### config.mk
export PLATFORM = sky130hd
export DESIGN_NAME = calculator_top
export DESIGN_NICKNAME = d
export VERILOG_FILES = /design/src/calc_pkg.sv /design/src/sm_adder.sv /design/src/shift_multiplier.sv /design/src/gencon.sv /design/src/calculator_top.sv
export VERILOG_INCLUDE_DIRS = /design/src
export SDC_FILE = /design/constraint.sdc
export NUM_CORES = 1
export LEC_CHECK = 0
export BUFFER_PORTS_ARGS = -buffer_cell sky130_fd_sc_hd__buf_4
export CAP_MARGIN = 10
export CELL_PAD_IN_SITES_DETAIL_PLACEMENT = 0
export CELL_PAD_IN_SITES_GLOBAL_PLACEMENT = 1
export CORE_AREA = 3 3 198 200
export DETAILED_ROUTE_END_ITERATION = 10
export DIE_AREA = 0 0 201 203
export PLACE_DENSITY = 0.65
export SKIP_LAST_GASP = 1
export SLEW_MARGIN = 0
export SYNTH_ARGS = -nofsm -noshare
export SYNTH_HDL_FRONTEND = slang
export SYNTH_SLANG_ARGS = --single-unit
### constraint.sdc
create_clock -name clk -period 5.09 [get_ports clk]
set_input_delay 0.7635 -clock clk [delete_from_list [all_inputs] [get_ports clk]]
set_output_delay 0.7635 -clock clk [all_outputs]
set_load 0.005 [all_outputs]
### src/calc_params.svh
// Calculator widths, radix and multiplier iteration count
`ifndef CALC_PARAMS_SVH
`define CALC_PARAMS_SVH

// Sign-magnitude word, sign in the top bit
`define CALC_WIDTH 16
`define CALC_MAG_WIDTH 15

// Keypad digit and operator code
`define CALC_DIGIT_WIDTH 4
`define CALC_OP_WIDTH 3

// Decimal entry
`define CALC_RADIX 10

// One shift-and-add step per magnitude bit
`define CALC_MULT_STEPS 15

`endif

### src/calc_pkg.sv
// Calculator types: words, digits, operator codes, controller states and unit requests
`default_nettype none
`include "calc_params.svh"

package calc_pkg;

    typedef logic [`CALC_WIDTH-1:0] word_t;
    typedef logic [`CALC_MAG_WIDTH-1:0] mag_t;
    typedef logic [`CALC_DIGIT_WIDTH-1:0] digit_t;

    typedef enum logic [`CALC_OP_WIDTH-1:0] {
        OP_NONE = 'd0,
        OP_NEG  = 'd1,
        OP_ADD  = 'd2,
        OP_SUB  = 'd3,
        OP_MUL  = 'd4
    } op_t;

    typedef enum logic [3:0] {
        WAIT_OP1,
        WAIT_MULT_OP1,
        ADD_KEY_INPUT_OP1,
        WAIT_OP2,
        WAIT_MULT_OP2,
        ADD_KEY_INPUT_OP2,
        SEND_TO_COMPUTE,
        WAIT_COMPUTE,
        SHOW_RESULT
    } gencon_state_t;

    typedef struct packed {
        word_t a;
        word_t b;
        logic  sub;
    } add_req_t;

    typedef struct packed {
        word_t a;
        word_t b;
    } mult_req_t;

endpackage

`default_nettype wire

### src/sm_adder.sv
// Two-cycle sign-magnitude adder and subtractor with start and finish pulses
`timescale 1ns/1ps
`default_nettype none
`include "calc_params.svh"

module sm_adder (
    input  wire                      clk,
    input  wire                      nRST,
    input  wire calc_pkg::add_req_t  add_req,
    input  wire                      add_start,
    output calc_pkg::word_t          add_result,
    output logic                     add_finish
);

    logic           stage_vld;
    logic           sign_a, sign_b, a_ge_b;
    calc_pkg::mag_t mag_a, mag_b;

    logic           sign_sum;
    calc_pkg::mag_t mag_sum;

    always_ff @(posedge clk or negedge nRST) begin
        if (!nRST) begin
            stage_vld <= 1'b0;
            add_finish <= 1'b0;
        end else begin
            stage_vld <= add_start;
            add_finish <= stage_vld;
        end
    end

    // Cycle one flips b for subtract and compares magnitudes
    always_ff @(posedge clk) begin
        if (add_start) begin
            sign_a <= add_req.a[`CALC_WIDTH-1];
            sign_b <= add_req.b[`CALC_WIDTH-1] ^ add_req.sub;
            mag_a <= add_req.a[`CALC_MAG_WIDTH-1:0];
            mag_b <= add_req.b[`CALC_MAG_WIDTH-1:0];
            a_ge_b <= add_req.a[`CALC_MAG_WIDTH-1:0] >= add_req.b[`CALC_MAG_WIDTH-1:0];
        end
        if (stage_vld) begin
            add_result <= {sign_sum, mag_sum};
        end
    end

    always_comb begin
        if (sign_a == sign_b) begin
            mag_sum = mag_a + mag_b;
            sign_sum = sign_a;
        end else if (a_ge_b) begin
            mag_sum = mag_a - mag_b;
            sign_sum = sign_a;
        end else begin
            mag_sum = mag_b - mag_a;
            sign_sum = sign_b;
        end
        // No negative zero
        if (mag_sum == '0) begin
            sign_sum = 1'b0;
        end
    end

endmodule

`default_nettype wire

### src/shift_multiplier.sv
// Sequential sign-magnitude shift-and-add multiplier, product kept modulo 2^15
`timescale 1ns/1ps
`default_nettype none
`include "calc_params.svh"

module shift_multiplier (
    input  wire                       clk,
    input  wire                       nRST,
    input  wire calc_pkg::mult_req_t  mult_req,
    input  wire                       mult_start,
    output calc_pkg::word_t           mult_result,
    output logic                      mult_finish
);

    localparam int STEP_W = $clog2(`CALC_MULT_STEPS + 1);

    logic              busy, last_step, sign_q;
    logic [STEP_W-1:0] step;
    calc_pkg::mag_t    mag_a, mag_b;
    calc_pkg::mag_t    acc, mcand, mplier;

    assign mag_a = mult_req.a[`CALC_MAG_WIDTH-1:0];
    assign mag_b = mult_req.b[`CALC_MAG_WIDTH-1:0];
    assign last_step = (step == STEP_W'(`CALC_MULT_STEPS));

    always_ff @(posedge clk or negedge nRST) begin
        if (!nRST) begin
            busy <= 1'b0;
            step <= '0;
            mult_finish <= 1'b0;
        end else begin
            mult_finish <= 1'b0;
            if (mult_start) begin
                busy <= 1'b1;
                step <= STEP_W'(1);
            end else if (busy) begin
                if (last_step) begin
                    busy <= 1'b0;
                    mult_finish <= 1'b1;
                end else begin
                    step <= step + 1'b1;
                end
            end
        end
    end

    // Bit 0 is handled at load, bits 1..14 in the following steps
    always_ff @(posedge clk) begin
        if (mult_start) begin
            sign_q <= mult_req.a[`CALC_WIDTH-1] ^ mult_req.b[`CALC_WIDTH-1];
            acc <= mag_b[0] ? mag_a : '0;
            mcand <= mag_a << 1;
            mplier <= mag_b >> 1;
        end else if (busy) begin
            if (last_step) begin
                mult_result <= {sign_q && (acc != '0), acc};
            end else begin
                if (mplier[0]) begin
                    acc <= acc + mcand;
                end
                mcand <= mcand << 1;
                mplier <= mplier >> 1;
            end
        end
    end

endmodule

`default_nettype wire

### src/gencon.sv
// Calculator entry controller: key decode, operand build-up, unit sequencing and display
`timescale 1ns/1ps
`default_nettype none
`include "calc_params.svh"

module gencon (
    input  wire                      clk,
    input  wire                      nRST,
    input  wire calc_pkg::digit_t    keypad_input,
    input  wire                      read_input,
    input  wire calc_pkg::op_t       operator_input,
    input  wire                      equal_input,
    output logic                     key_read,
    output logic                     complete,
    output calc_pkg::word_t          display_output,
    output calc_pkg::add_req_t       add_req,
    output logic                     add_start,
    input  wire calc_pkg::word_t     add_result,
    input  wire                      add_finish,
    output calc_pkg::mult_req_t      mult_req,
    output logic                     mult_start,
    input  wire calc_pkg::word_t     mult_result,
    input  wire                      mult_finish
);

    calc_pkg::gencon_state_t state, next_state;
    calc_pkg::word_t         operand1, operand2;
    calc_pkg::op_t           op_q;
    calc_pkg::digit_t        digit_q;

    // Previous key levels for edge detection
    logic                    prev_read, prev_equal;
    calc_pkg::op_t           prev_op;

    logic                    in_entry, op1_phase;
    logic                    rd_edge, op_edge, eq_edge;
    logic                    take_eq, take_digit, take_op, arith_op;
    logic                    exec_done;
    calc_pkg::mag_t          key_sum;
    calc_pkg::word_t         entry_operand, keyed_operand, exec_result;

    assign in_entry = (state == calc_pkg::WAIT_OP1) || (state == calc_pkg::WAIT_OP2);
    assign op1_phase = (state == calc_pkg::WAIT_OP1) || (state == calc_pkg::WAIT_MULT_OP1) ||
                       (state == calc_pkg::ADD_KEY_INPUT_OP1);

    assign rd_edge = read_input && !prev_read;
    assign op_edge = (operator_input != calc_pkg::OP_NONE) && (prev_op == calc_pkg::OP_NONE);
    assign eq_edge = equal_input && !prev_equal;

    // Only one key acted on per cycle, equal first
    assign take_eq = (state == calc_pkg::WAIT_OP2) && eq_edge;
    assign take_digit = in_entry && rd_edge && !take_eq;
    assign take_op = in_entry && op_edge && !take_digit && !take_eq;
    assign arith_op = operator_input inside {calc_pkg::OP_ADD, calc_pkg::OP_SUB, calc_pkg::OP_MUL};

    // Digit goes into the magnitude, sign is kept
    assign entry_operand = op1_phase ? operand1 : operand2;
    assign key_sum = entry_operand[`CALC_MAG_WIDTH-1:0] +
                     {{(`CALC_MAG_WIDTH-`CALC_DIGIT_WIDTH){1'b0}}, digit_q};
    assign keyed_operand = {entry_operand[`CALC_WIDTH-1], key_sum};

    assign exec_done = (op_q == calc_pkg::OP_MUL) ? mult_finish : add_finish;
    assign exec_result = (op_q == calc_pkg::OP_MUL) ? mult_result : add_result;

    always_comb begin
        next_state = state;
        case (state)
            calc_pkg::WAIT_OP1: begin
                if (take_digit) begin
                    next_state = calc_pkg::WAIT_MULT_OP1;
                end else if (take_op && arith_op) begin
                    next_state = calc_pkg::WAIT_OP2;
                end
            end
            calc_pkg::WAIT_MULT_OP1: begin
                if (mult_finish) begin
                    next_state = calc_pkg::ADD_KEY_INPUT_OP1;
                end
            end
            calc_pkg::ADD_KEY_INPUT_OP1: next_state = calc_pkg::WAIT_OP1;
            calc_pkg::WAIT_OP2: begin
                if (take_eq) begin
                    next_state = calc_pkg::SEND_TO_COMPUTE;
                end else if (take_digit) begin
                    next_state = calc_pkg::WAIT_MULT_OP2;
                end
            end
            calc_pkg::WAIT_MULT_OP2: begin
                if (mult_finish) begin
                    next_state = calc_pkg::ADD_KEY_INPUT_OP2;
                end
            end
            calc_pkg::ADD_KEY_INPUT_OP2: next_state = calc_pkg::WAIT_OP2;
            calc_pkg::SEND_TO_COMPUTE: next_state = calc_pkg::WAIT_COMPUTE;
            calc_pkg::WAIT_COMPUTE: begin
                if (exec_done) begin
                    next_state = calc_pkg::SHOW_RESULT;
                end
            end
            default: next_state = calc_pkg::WAIT_OP1;
        endcase
    end

    always_ff @(posedge clk or negedge nRST) begin
        if (!nRST) begin
            state <= calc_pkg::WAIT_OP1;
            operand1 <= '0;
            operand2 <= '0;
            op_q <= calc_pkg::OP_NONE;
            prev_read <= 1'b0;
            prev_op <= calc_pkg::OP_NONE;
            prev_equal <= 1'b0;
            key_read <= 1'b0;
            complete <= 1'b0;
            add_start <= 1'b0;
            mult_start <= 1'b0;
            display_output <= '0;
        end else begin
            state <= next_state;
            prev_read <= read_input;
            prev_op <= operator_input;
            prev_equal <= equal_input;
            key_read <= take_digit || take_op || take_eq;
            complete <= 1'b0;
            add_start <= 1'b0;
            mult_start <= take_digit;

            if (take_op && operator_input == calc_pkg::OP_NEG) begin
                if (op1_phase) begin
                    operand1[`CALC_WIDTH-1] <= 1'b1;
                end else begin
                    operand2[`CALC_WIDTH-1] <= 1'b1;
                end
            end
            // Second operator key while entering operand two is acknowledged only
            if (take_op && arith_op && state == calc_pkg::WAIT_OP1) begin
                op_q <= operator_input;
            end

            case (state)
                calc_pkg::WAIT_MULT_OP1: begin
                    if (mult_finish) begin
                        operand1 <= mult_result;
                    end
                end
                calc_pkg::WAIT_MULT_OP2: begin
                    if (mult_finish) begin
                        operand2 <= mult_result;
                    end
                end
                calc_pkg::ADD_KEY_INPUT_OP1: begin
                    operand1 <= keyed_operand;
                    display_output <= keyed_operand;
                end
                calc_pkg::ADD_KEY_INPUT_OP2: begin
                    operand2 <= keyed_operand;
                    display_output <= keyed_operand;
                end
                calc_pkg::SEND_TO_COMPUTE: begin
                    if (op_q == calc_pkg::OP_MUL) begin
                        mult_start <= 1'b1;
                    end else begin
                        add_start <= 1'b1;
                    end
                end
                calc_pkg::WAIT_COMPUTE: begin
                    // Result becomes operand one for chaining
                    if (exec_done) begin
                        operand1 <= exec_result;
                        operand2 <= '0;
                        display_output <= exec_result;
                        complete <= 1'b1;
                    end
                end
                default: begin
                end
            endcase
        end
    end

    // Unit requests, loaded together with their start pulse
    always_ff @(posedge clk) begin
        if (take_digit) begin
            digit_q <= keypad_input;
            mult_req.a <= entry_operand;
            mult_req.b <= calc_pkg::word_t'(`CALC_RADIX);
        end else if (state == calc_pkg::SEND_TO_COMPUTE) begin
            mult_req.a <= operand1;
            mult_req.b <= operand2;
        end
        if (state == calc_pkg::SEND_TO_COMPUTE) begin
            add_req.a <= operand1;
            add_req.b <= operand2;
            add_req.sub <= (op_q == calc_pkg::OP_SUB);
        end
    end

endmodule

`default_nettype wire

### src/calculator_top.sv
// Calculator core top level: entry controller with adder and multiplier units
`timescale 1ns/1ps
`default_nettype none

module calculator_top (
    input  wire                    clk,
    input  wire                    nRST,
    input  wire calc_pkg::digit_t  keypad_input,
    input  wire                    read_input,
    input  wire calc_pkg::op_t     operator_input,
    input  wire                    equal_input,
    output logic                   key_read,
    output logic                   complete,
    output calc_pkg::word_t        display_output
);

    calc_pkg::add_req_t  add_req;
    logic                add_start, add_finish;
    calc_pkg::word_t     add_result;

    calc_pkg::mult_req_t mult_req;
    logic                mult_start, mult_finish;
    calc_pkg::word_t     mult_result;

    gencon gencon_i (
        .clk            (clk),
        .nRST           (nRST),
        .keypad_input   (keypad_input),
        .read_input     (read_input),
        .operator_input (operator_input),
        .equal_input    (equal_input),
        .key_read       (key_read),
        .complete       (complete),
        .display_output (display_output),
        .add_req        (add_req),
        .add_start      (add_start),
        .add_result     (add_result),
        .add_finish     (add_finish),
        .mult_req       (mult_req),
        .mult_start     (mult_start),
        .mult_result    (mult_result),
        .mult_finish    (mult_finish)
    );

    sm_adder sm_adder_i (
        .clk        (clk),
        .nRST       (nRST),
        .add_req    (add_req),
        .add_start  (add_start),
        .add_result (add_result),
        .add_finish (add_finish)
    );

    // Shared by digit entry and the multiply operator
    shift_multiplier shift_multiplier_i (
        .clk         (clk),
        .nRST        (nRST),
        .mult_req    (mult_req),
        .mult_start  (mult_start),
        .mult_result (mult_result),
        .mult_finish (mult_finish)
    );

endmodule

`default_nettype wire

**Word-level counts from Yosys, hierarchy flattened**

Index checks and enable logic that the tools add are counted.

- Flip-flop bits (word level): 250
- Logic and storage cells: 165
- Output and inout port bits: 18

- Bitwise operators: 3
- Mux-type cells: 55
- Eq/ne operators: 21
- Magnitude comparators: 1
- Reductions and logical operators: 42
- Add/subtract/negate cells: 6

Operator list:

| operator | count |
|---|---|
| $mux 15 | 10 |
| $mux 16 | 7 |
| $pmux 16 s3 | 2 |
| $mux 32 | 2 |
| $mux 14 | 3 |
| $mux 4 | 10 |
| $pmux 16 s2 | 1 |
| $add 15x15->15 | 2 |
| $sub 15x15->15 | 2 |
| $pmux 4 s7 | 1 |
| $mux 1 | 19 |
| $eq 4x3->1 const B | 4 |
| $add 15x4->15 | 1 |
| $ge 15x15->1 | 1 |
| $logic_not 15->1 | 1 |
| $reduce_bool 15->1 | 1 |
| $logic_and 1x1->1 | 13 |
| $reduce_and 3->1 | 4 |
| $reduce_bool 3->1 | 4 |
| $eq 3x2->1 const B | 3 |
| $eq 4x2->1 const B | 2 |
| $reduce_bool 2->1 | 4 |
| $eq 3x3->1 const B | 2 |
| $ne 2x1->1 const B | 3 |
| 17 further kinds | 26 |

**Depth between registers and ports, before layout**

Gate-level depths: netlist (run 1).

- Word-level depth: 12
- Gate-level depth with buffers: 18
- Gate-level depth less buffers: 15

**Cells and area by module**

A second synthesis (run 1) with hierarchy kept.

- Cell total of the unflattened synthesis: 1242
- Area, all modules: 13660.6 um2

Modules (own cells, without submodules):

| module | area each (um2) | cells an instance | seq. area each (um2) | instances |
|---|---|---|---|---|
| gencon | 6192.2 | 561 | 3513.4 | 1 |
| sm_adder | 4222.8 | 435 | 1521.5 | 1 |
| shift_multiplier | 3245.6 | 246 | 1951.9 | 1 |

**Least setup slack after synthesis (run 1)**

OpenSTA, ideal clock, no wires.

- Path kind: register to register
- From: register gencon_i.state[0]
- To: register gencon_i.display_output[14]
- Arrival: 4.153 ns
- Clock period less this slack: 4.218 ns
- Stages on the path, launching flop included: 19
- Path slack: 0.872 ns
- Buffers on the path: 3
- Path through: dfrtp_1 clkbuf_1 a211oi_1 clkbuf_1 clkbuf_1 nand2_1 nand2_1 ha_1 inv_1 fa_1 nor2b_1 a221oi_1 a211oi_1 and3_1 nand2_1 xor2_1 mux2_2 a211oi_1 a21o_1

- Longest elaborated chain between the ends: 6
- Elaborated cells on any way between the ends: 14

Ends and longest elaborated chain:

| what | RTL line | RTL |
|---|---|---|
| from (decl) | gencon.sv:26 | `calc_pkg::gencon_state_t state, next_state;` |
| from (signal assigned) | gencon.sv:106 | `state <= calc_pkg::WAIT_OP1;` |
| from (signal assigned) | gencon.sv:119 | `state <= next_state;` |
| $eq 4x1->1 / $logic_not 4->1 (equally long branches) | gencon.sv:43 | `assign op1_phase = (state == calc_pkg::WAIT_OP1) \|\| (state == calc_pkg::WAIT_MULT_OP1) \|\|` |
| $logic_or 1x1->1 (2 in a row) | gencon.sv:43 |  |
| $mux 16 | gencon.sv:57 | `assign entry_operand = op1_phase ? operand1 : operand2;` |
| $add 15x4->15 | gencon.sv:58 | `` assign key_sum = entry_operand[`CALC_MAG_WIDTH-1:0] + `` |
| $pmux 16 s2 | gencon.sv:140 | `case (state)` |
| to (signal assigned) | gencon.sv:153 | `display_output <= keyed_operand;` |
| to (signal assigned) | gencon.sv:157 | `display_output <= keyed_operand;` |
| to (signal assigned) | gencon.sv:171 | `display_output <= exec_result;` |
| to (decl) | gencon.sv:15 | `output calc_pkg::word_t display_output,` |

Several ways; a longest one is shown, not always the timed one.
A chain may end at the register's enable or synchronous reset.

**Worst setup path after layout (run 1)**

Ends and elaborated chain as after synthesis.

==> impl_metrics.toml, run 1 <==
[floorplanning]
dieArea_mm2 = 0.0408
fp-row-count = 71
die_w_um = 201
core_area_mm2 = 0.0376
initial_core_util = 0.350
io_pins = 29
die_y_um = 203

[clock_network]
clk_path_buf_depth = 3
root_buffer = "clkbuf_16"
cts_buffers = 28
cts_repair_resize_count = 0
cts_tree = "done"
cts_num_sinks = 250
htree_levels = 1
path_clk_slew_ps = 60
clock_latency_ps = 540

[detailed_routing]
viasPerCell = 5.19
remaining_drc_errors = 0
dr.pass1.iters = 7
vias = 9120
postRouteAntennaNets = 0
drtIter0Drc = 683
drt-total-wl_um = 32700
routedWlPerCell_um = 18.6

[power_and_ir_drop]
p_leak_nw = 5.94
power_density_mw_per_mm2 = 674
vdd.ir_drop.worst_uv = 269

[global_routing]
grt_pass1_vias = 9047
grt_overflow = 0
grt_pass1_wl_um = 52700
grt_max_degree = 70
antenna_found_initial = 0
grt_util_all_layers = 0.159

[hold_path]
min_path_type = "in2reg"

[job]
max_cap_violations = 0

[final_layout]
design_area_mm2 = 0.0149
fin_util = 0.397
drive_above_1_share = 0.112
area_delta_synth_final_pct = 13.5
n_antenna_cell = 0
num-nets-final = 1317

[run_status]
run_status = "finished clean"

[setup_path]
critPathTopFamily = "compound AO/OA/AOI/OAI gates"
critPathMostFrequentCell = "nand2_1"
slowest_stage = "dfrtp_1"
slowest_delay_ps = 680
critPathKind = "reg2reg"
cp-end-kind = "register"
path_cells = "a211o_1 > nand2_1 > nand2_1 > ha_1 > inv_1 > fa_1 > nor2b_1 > a221oi_1 > a211oi_1 > and3_1 > nand2_1 > xor2_1 > mux2_2 > a211oi_1 > a21o_1"
path_buf_inv = 1
cp_max_fo = 18
start_kind = "register"
worstPathRequired_ps = 5570
crit_arrival_ps = 4460

[yosys]
yosys_warnings = 0
synth.yosys.seq_area_share = 0.531
synth_edf_count = 162
synth_nets = 1296
syn_area_per_cell_um2 = 10.9
postSynth.asyncResetShare = 0.288
synth_area_mm2 = 0.0132
yosysUniqueCellTypes = 71
synth-main-ff-cell = "edfxtp_1"
ys_seq_elements = 250
synthCells = 1204

[timing]
period_needed_ps = 3980
fin_crit_sh = 0.782
worst_pin_slew_ps = 1090
hold_viol_final = 0
relSlewSlack = 0.270
slew_viol_final = 0
rsz0062_at_grt = "false"
skew_ps = 12.1
max_freq_ghz = 0.251
setup_violations = 0
fin_tns_setup_ps = 0

[placement]
gp_congestion = 0.858
numPortBuffers = 28
dp_hpwl_um = 23400
placed_area_mm2 = 0.0140
## placed cells by master, fill, tap and decap left out, types with 10 or more instances in the layout
| cell type | count |
|---|---|
| edfxtp_1 | 162 |
| nand2_1 | 141 |
| inv_1 | 80 |
| o21ai_0 | 78 |
| ha_1 | 76 |
| a21oi_1 | 73 |
| dfrtp_1 | 71 |
| nor2_1 | 66 |
| buf_4 | 46 |
| mux2_2 | 36 |
| mux2i_1 | 33 |
| clkbuf_16 | 30 |
| xnor2_1 | 26 |
| nor3_1 | 22 |
| xor2_1 | 22 |
| nand2b_1 | 18 |
| nor2b_1 | 16 |
| nand3_1 | 16 |
| dfxtp_1 | 16 |
| o211ai_1 | 15 |
| a22o_1 | 14 |
| a21o_1 | 13 |
| a221o_1 | 11 |
| a222oi_1 | 11 |
| a211oi_1 | 10 |
## layer usage
metal | vias up | GRT usage | part of all wire
li1 | 4405 | - | -
met1 | 4502 | 0.237 | 0.50
met2 | 180 | 0.253 | 0.45
met3 | 33 | 0.0159 | 0.035
met4 | 0 | 0.0324 | 0.013
met5 | - | 0 | 0
## kinds of logic after synthesis
kind of cell	Yosys count	synth area share
xor+xnor	48	0.0320
buf+inv	139	0.0402
simple gates	325	0.114
fa+ha+maj	81	0.0799
mux	69	0.0559
compound gates	292	0.147
flops	250	0.531
## report_power, final
| part | total [W] | internal, W | switching (W) |
|---|---|---|---|
| combinational | 0.00407 | 0.00163 | 0.00244 |
| sequential | 0.00392 | 0.00325 | 0.000667 |
| clock | 0.00207 | 0.00128 | 0.000793 |
| total | 0.0101 | 0.00616 | 0.00389 |
## through the flow
step | setup WS [ps] | hold WS [ps] | cells | power (W)
2_1_floorplan | 872 | 400 | 1204 | 0.00669
3_3_place_gp | 1160 | 413 | 1705 | 0.00796
3_5_place_dp | 1090 | 436 | 1705 | 0.00801
4_1_cts | 1080 | 320 | 1758 | 0.0101
5_1_grt | 760 | 327 | 1758 | 0.0109
6_report | 1110 | 347 | 1758 | 0.0101
## flip-flops by register name, summed over array words and instances (netlist names), 3 cells and up
register and flops:
shift_multiplier_i.mcand 14, shift_multiplier_i.mplier 14, gencon_i.add_req 33, sm_adder_i.add_result 16
gencon_i.display_output 16, gencon_i.digit_q 4, gencon_i.mult_req 32, gencon_i.op_q 3
shift_multiplier_i.acc 15, shift_multiplier_i.mult_result 16, gencon_i.prev_op 3, sm_adder_i.mag_b 15
gencon_i.operand1 16, gencon_i.state 4, gencon_i.operand2 16, shift_multiplier_i.step 4
sm_adder_i.mag_a 15
## repair_timing
action,CTS,global route
hold endpoints to repair,3,0
setup buffers,0,0
hold buffers,1,0
## final timing paths
kind	endpoint	depth (start not counted)	slack (ps)	from
setup reg to reg	gencon_i.display_output[14]	15	1110	gencon_i.state[0]
setup / recovery	gencon_i.display_output[14]	15	1110	gencon_i.state[0]
max in group asynchronous	gencon_i.mult_start	3	3420	nRST
hold reg to reg	sm_adder_i.mag_b[11]	0	450	gencon_i.add_req[12]
min in group asynchronous	shift_multiplier_i.step[0]	2	560	nRST
hold / removal	gencon_i.prev_equal	1	350	equal_input
## cell usage after synthesis (4+ instances only)
| master | n | area [um^2] |
|---|---|---|
| edfxtp_1 | 162 | 4860 |
| nand2_1 | 141 | 529 |
| inv_1 | 81 | 304 |
| o21ai_0 | 78 | 390 |
| ha_1 | 76 | 951 |
| a21oi_1 | 73 | 365 |
| dfrtp_1 | 72 | 1800 |
| nor2_1 | 66 | 248 |
| clkbuf_1 | 48 | 180 |
| mux2_2 | 36 | 405 |
| mux2i_1 | 33 | 330 |
| xnor2_1 | 26 | 228 |
| nor3_1 | 23 | 115 |
| xor2_1 | 22 | 193 |
| nand2b_1 | 18 | 113 |
| dfxtp_1 | 16 | 320 |
| nand3_1 | 16 | 80.1 |
| nor2b_1 | 16 | 100 |
| o211ai_1 | 15 | 113 |
| a22o_1 | 14 | 123 |
| a21o_1 | 13 | 97.6 |
| a211oi_1 | 11 | 82.6 |
| a221o_1 | 11 | 110 |
| a222oi_1 | 11 | 110 |
| a22oi_1 | 8 | 60.1 |
| nand4_1 | 7 | 43.8 |
| buf_1 | 6 | 22.5 |
| o21a_1 | 6 | 45.0 |
| a31oi_1 | 5 | 31.3 |
| and3_1 | 5 | 31.3 |
| fa_1 | 5 | 100 |
| nor3b_1 | 5 | 37.5 |
| o221ai_1 | 5 | 43.8 |
| and2_1 | 4 | 25.0 |
| nand3b_1 | 4 | 30.0 |
| nor4_1 | 4 | 25.0 |
| o31ai_1 | 4 | 30.0 |
| o41ai_1 | 4 | 35.0 |
| or2_2 | 4 | 25.0 |
## cell type report
cell class,count,area (um^2)
tap,511,639
sequential,250,6990
inverter,83,312
fill,3649,22700
multi-input combinational,815,5670
timing repair buffer,47,355
clock inverter,9,119
clock buffer,43,840
Power figures use the tool's default switching activity.
==> inputs of run 2 (changes only) <==
Settings changed: PLACE_DENSITY 0.65 to 0.67.
Clock period 5.09 ns to 3.3 ns, I/O delays scaled along.
==> run 2 against run 1 <==
- cell area rose by 4.4%
- cell count rose by 4.9%
- clock skew fell by 4.0 ps
- combinational power rose by 85%
- the flow now finishes with violations (setup timing)
==> impl_metrics.toml, run 2 (synthesized netlist as in run 1, its figures left out) <==
[detailed_routing]
dr.pass1.iters = 5
vias = 9304
postRouteAntennaNets = 0
drtIter0Drc = 621
viasPerCell = 5.04
routedWlPerCell_um = 17.7
remaining_drc_errors = 0
drt-total-wl_um = 32600

[setup_path]
crit_arrival_ps = 3960
critPathKind = "reg2reg"
worstPathRequired_ps = 3590
cp-end-kind = "register"
start_kind = "register"
cp_max_fo = 3

[final_layout]
final_cell_mix = "162 x edfxtp_1, 137 x nand2_1, 136 x buf_4"
largest_reg_flops = 33
n_antenna_cell = 0
layout_commonest_cell = "edfxtp_1"
design_area_mm2 = 0.0156
largest-register = "gencon_i.add_req"
fin_cells = 1845
area_delta_synth_final_pct = 18.5
reg.largest.list = "gencon_i.add_req x33, gencon_i.mult_req x32"
drive_above_1_share = 0.187
num-nets-final = 1406

[timing]
hold_viol_final = 0
relSlewSlack = 0.340
worst_pin_slew_ps = 990
fin_crit_sh = 1.11
fin_tns_setup_ps = -377
slew_viol_final = 0
worst_slack_ps = -377
max_freq_ghz = 0.272
rsz0062_at_grt = "true"
skew_ps = 8.07
setup_violations = 1
period_needed_ps = 3680

[floorplanning]
fp-row-count = 71
io_pins = 29
core_area_mm2 = 0.0376
initial_core_util = 0.350
dieArea_mm2 = 0.0408
die_y_um = 203
die_w_um = 201

[global_routing]
grt_util_all_layers = 0.158
grt_overflow = 0
antenna_found_initial = 0
grt_max_degree = 73
grt_pass1_vias = 9247
grt_pass1_wl_um = 52500

[clock_network]
cts_tree = "done"
clock_latency_ps = 530
postCtsHoldBufs = 0
clk_path_buf_depth = 3
htree_levels = 1
root_buffer = "clkbuf_16"
cts_num_sinks = 250
cts_buffers = 27
path_clk_slew_ps = 60

[placement]
dp_slack_ps = -375
dp_hpwl_um = 24100
gp_congestion = 0.864
dp_cells = 1792
numPortBuffers = 28
placed_area_mm2 = 0.0147

[hold_path]
min_path_type = "in2async"

[power_and_ir_drop]
power_density_mw_per_mm2 = 1040
power_w = 0.0162
p_leak_nw = 6.34
vdd.ir_drop.worst_uv = 485

[job]
max_cap_violations = 0

[run_status]
run_status = "complete, but fails checks"
violations = "setup timing"
run 2: stage by stage:
stage | hold WS [ps] | utilization
5_1_grt | 66.7 | 0.415
2_1_floorplan | 199 | -
3_5_place_dp | 410 | 0.390
4_1_cts | 58.6 | 0.412
6_report | 81.3 | 0.415
3_3_place_gp | 407 | 0.390
run 2: power by group:
part	internal (W)	leakage [nW]	switching (W)
clock network	0.00159	0.394	0.00119
logic	0.00339	3.34	0.00415
registers	0.00501	2.60	0.000891
total	0.00999	6.34	0.00623
run 2: path summary, 6_finish.rpt:
kind	start	endpoint	slack, ps	cells after the start
setup / recovery	sm_adder_i.mag_a[0]	sm_adder_i.add_result[15]	-380	12
hold / removal	nRST	shift_multiplier_i.step[1]	80	1
setup reg to reg	sm_adder_i.mag_a[0]	sm_adder_i.add_result[15]	-380	12
hold reg to reg	gencon_i.add_req[32]	sm_adder_i.sign_a	420	0
max in group asynchronous	nRST	gencon_i.state[3]	2480	1
min in group clk	equal_input	gencon_i.prev_equal	80	1
run 2: final cells by class:
cell class | instances | area (um^2)
fillers | 3645 | 22000
flip-flops and latches | 250 | 6990
multi-input cells | 815 | 5790
repair buffers | 137 | 1040
clock buffers | 41 | 768
well taps | 511 | 639
inverters | 83 | 312
clock inverters | 8 | 38.8
run 2: critical path: stages, from the launching register on:
cell	delay, ps
edfxtp_1	420
inv_1	80
ha_2	190
fa_2	210
mux2i_1	100
a221o_1	310
a221o_1	310
o21ai_2	120
xnor2_1	90
or4_1	530
or4b_1	480
or4_1	410
o21a_1	190
run 2: routing by layer:
| metal | global-route usage | wire length [um] | vias to the layer above |
|---|---|---|---|
| li1 | - | - | 4593 |
| met1 | 0.230 | 15800 | 4494 |
| met2 | 0.256 | 15000 | 175 |
| met3 | 0.0184 | 1240 | 42 |
| met4 | 0.0329 | 590 | 0 |
| met5 | 0 | 0 | - |
run 2: what timing repair did:
action | CTS | global route
endpoints found under the setup margin | 1 | 12
resized for setup | 2 | 12
endpoints found under the hold margin | 0 | 0
buffers inserted | 0 | 4
pin swaps | 0 | 4
==> inputs of run 3 (changes only) <==
Settings changed: PLACE_DENSITY 0.67 to default, PLACE_DENSITY_LB_ADDON from default to 0.1.
==> run 3 against run 2 <==
- the run still ends with setup timing left
- clock skew is 4.5 ps higher
- critical path depth is the same
- worst hold slack lost 76 ps
- die area stayed put
- clock power rose by 16%
==> impl_metrics.toml, run 3 (synthesized netlist as in run 1, its figures left out) <==
[power_and_ir_drop]
power_density_mw_per_mm2 = 1060
power_w = 0.0169
vdd.ir_drop.worst_uv = 433
p_leak_nw = 6.44

[clock_network]
postCtsHoldBufs = 0
clk_path_buf_depth = 3
root_buffer = "clkbuf_16"
clock_latency_ps = 540
htree_levels = 1
path_clk_slew_ps = 70
cts_tree = "done"
cts_num_sinks = 250
cts_buffers = 27

[setup_path]
start_kind = "register"
crit_arrival_ps = 3990
cp_max_fo = 3
worstPathRequired_ps = 3590
critPathKind = "reg2reg"
cp-end-kind = "register"

[final_layout]
reg.largest.list = "gencon_i.add_req x33, gencon_i.mult_req x32"
final_cell_mix = "162 x edfxtp_1, 138 x buf_4, 136 x nand2_1"
largest-register = "gencon_i.add_req"
layout_commonest_cell = "edfxtp_1"
fin_util = 0.421
design_area_mm2 = 0.0158
area_delta_synth_final_pct = 20.3
num-nets-final = 1410
fillCellCount = 3619
largest_reg_flops = 33
drive_above_1_share = 0.206
n_antenna_cell = 0

[placement]
numPortBuffers = 28
gp_congestion = 0.827
dp_hpwl_um = 26000
placed_area_mm2 = 0.0147

[timing]
slew_viol_final = 0
hold_viol_final = 0
setup_violations = 1
fin_crit_sh = 1.12
worst_pin_slew_ps = 878
period_needed_ps = 3700
max_freq_ghz = 0.270
worst_slack_ps = -399
timing.hold.ws_ps = 5.11
skew_ps = 12.6
relSlewSlack = 0.415
rsz0062_at_grt = "true"

[hold_path]
min_path_type = "in2async"

[global_routing]
grt_pass1_vias = 9585
grt_pass1_wl_um = 56000
antenna_found_initial = 0
grt_max_degree = 52
grt_util_all_layers = 0.172
grt_overflow = 0

[detailed_routing]
postRouteAntennaNets = 0
wl_met3_um = 985
drtIter0Drc = 553
met1_length_um = 17700
routedWlPerCell_um = 19.1
highest-signal-layer = "met4"
remaining_drc_errors = 0
route.met2.wl_um = 15900
dr.pass1.iters = 8
vias = 9326
viasPerCell = 5.04
drt-total-wl_um = 35300

[job]
max_cap_violations = 0

[floorplanning]
die_y_um = 203
core_area_mm2 = 0.0376
io_pins = 29
fp-row-count = 71
dieArea_mm2 = 0.0408
initial_core_util = 0.350
die_w_um = 201

[run_status]
run_status = "complete, but fails checks"
violations = "setup timing"
run 3: cell types whose count changed in the layout (fill, tap and decap cells not counted), sizes merged:
| cell | previous run | this run |
|---|---|---|
| clkinv | 8 | 11 |
| clkbuf | 41 | 34 |
| clkinvlp | 1 | 0 |
| buf | 137 | 141 |
| bufinv | 0 | 5 |
run 3: cell type report:
type / count / area (um^2) / share of cell area
inverter: 83 / 312 / 0.0197
sequential: 250 / 6990 / 0.442
tap: 511 / 639 / 0.0404
multi-input combinational: 815 / 5870 / 0.371
timing repair buffer: 141 / 1080 / 0.0682
clock inverter: 15 / 205 / 0.0130
clock buffer: 34 / 732 / 0.0463
run 3: worst paths after layout:
check	startpoint	slack, ps	end	cells after the start
min in group clk	equal_input	70	gencon_i.prev_equal	1
min reg2reg	gencon_i.add_req[32]	430	sm_adder_i.sign_a	0
max in group asynchronous	nRST	2600	gencon_i.display_output[12]	2
max reg2reg	sm_adder_i.mag_a[0]	-400	sm_adder_i.add_result[15]	12
min	nRST	5	shift_multiplier_i.busy	1
max	sm_adder_i.mag_a[0]	-400	sm_adder_i.add_result[15]	12
run 3: report_power, final:
group	internal, W	switching (W)	leakage [nW]	total, W
clock	0.00196	0.00127	0.465	0.00322
sequential	0.00500	0.000933	2.60	0.00594
combinational	0.00343	0.00426	3.37	0.00769
total	0.0104	0.00646	6.44	0.0169
run 3: worst max-delay path, cell delays in order (launching register included):
cell and delay (ps):
edfxtp_1 460, inv_2 110, ha_4 140, fa_2 210, mux2i_2 80, a221o_1 310
a221o_1 300, o21ai_2 140, xnor2_1 100, or4_4 520, or4b_1 470, or4_1 400
o21a_1 200
run 3: routing by layer:
| layer | GRT usage | vias up |
|---|---|---|
| met5 | 0 | - |
| met4 | 0.0386 | 0 |
| met3 | 0.0157 | 46 |
| met2 | 0.273 | 148 |
| met1 | 0.255 | 4536 |
| li1 | - | 4596 |
run 3: timing repair:
item	in CTS	in global routing
gates cloned	0	0
endpoints found under the setup margin	2	16
resized for setup	5	32
buffers inserted	4	3
pin swaps	5	11
run 3: per-stage QoR:
step	TNS [ps]	instances	setup WS, ps
6_report	-399	1849	-399
5_1_grt	-681	1849	-537
4_1_cts	-375	1846	-375
3_5_place_dp	-395	1793	-395
3_3_place_gp	-351	1793	-351
2_1_floorplan	-217	1204	-111
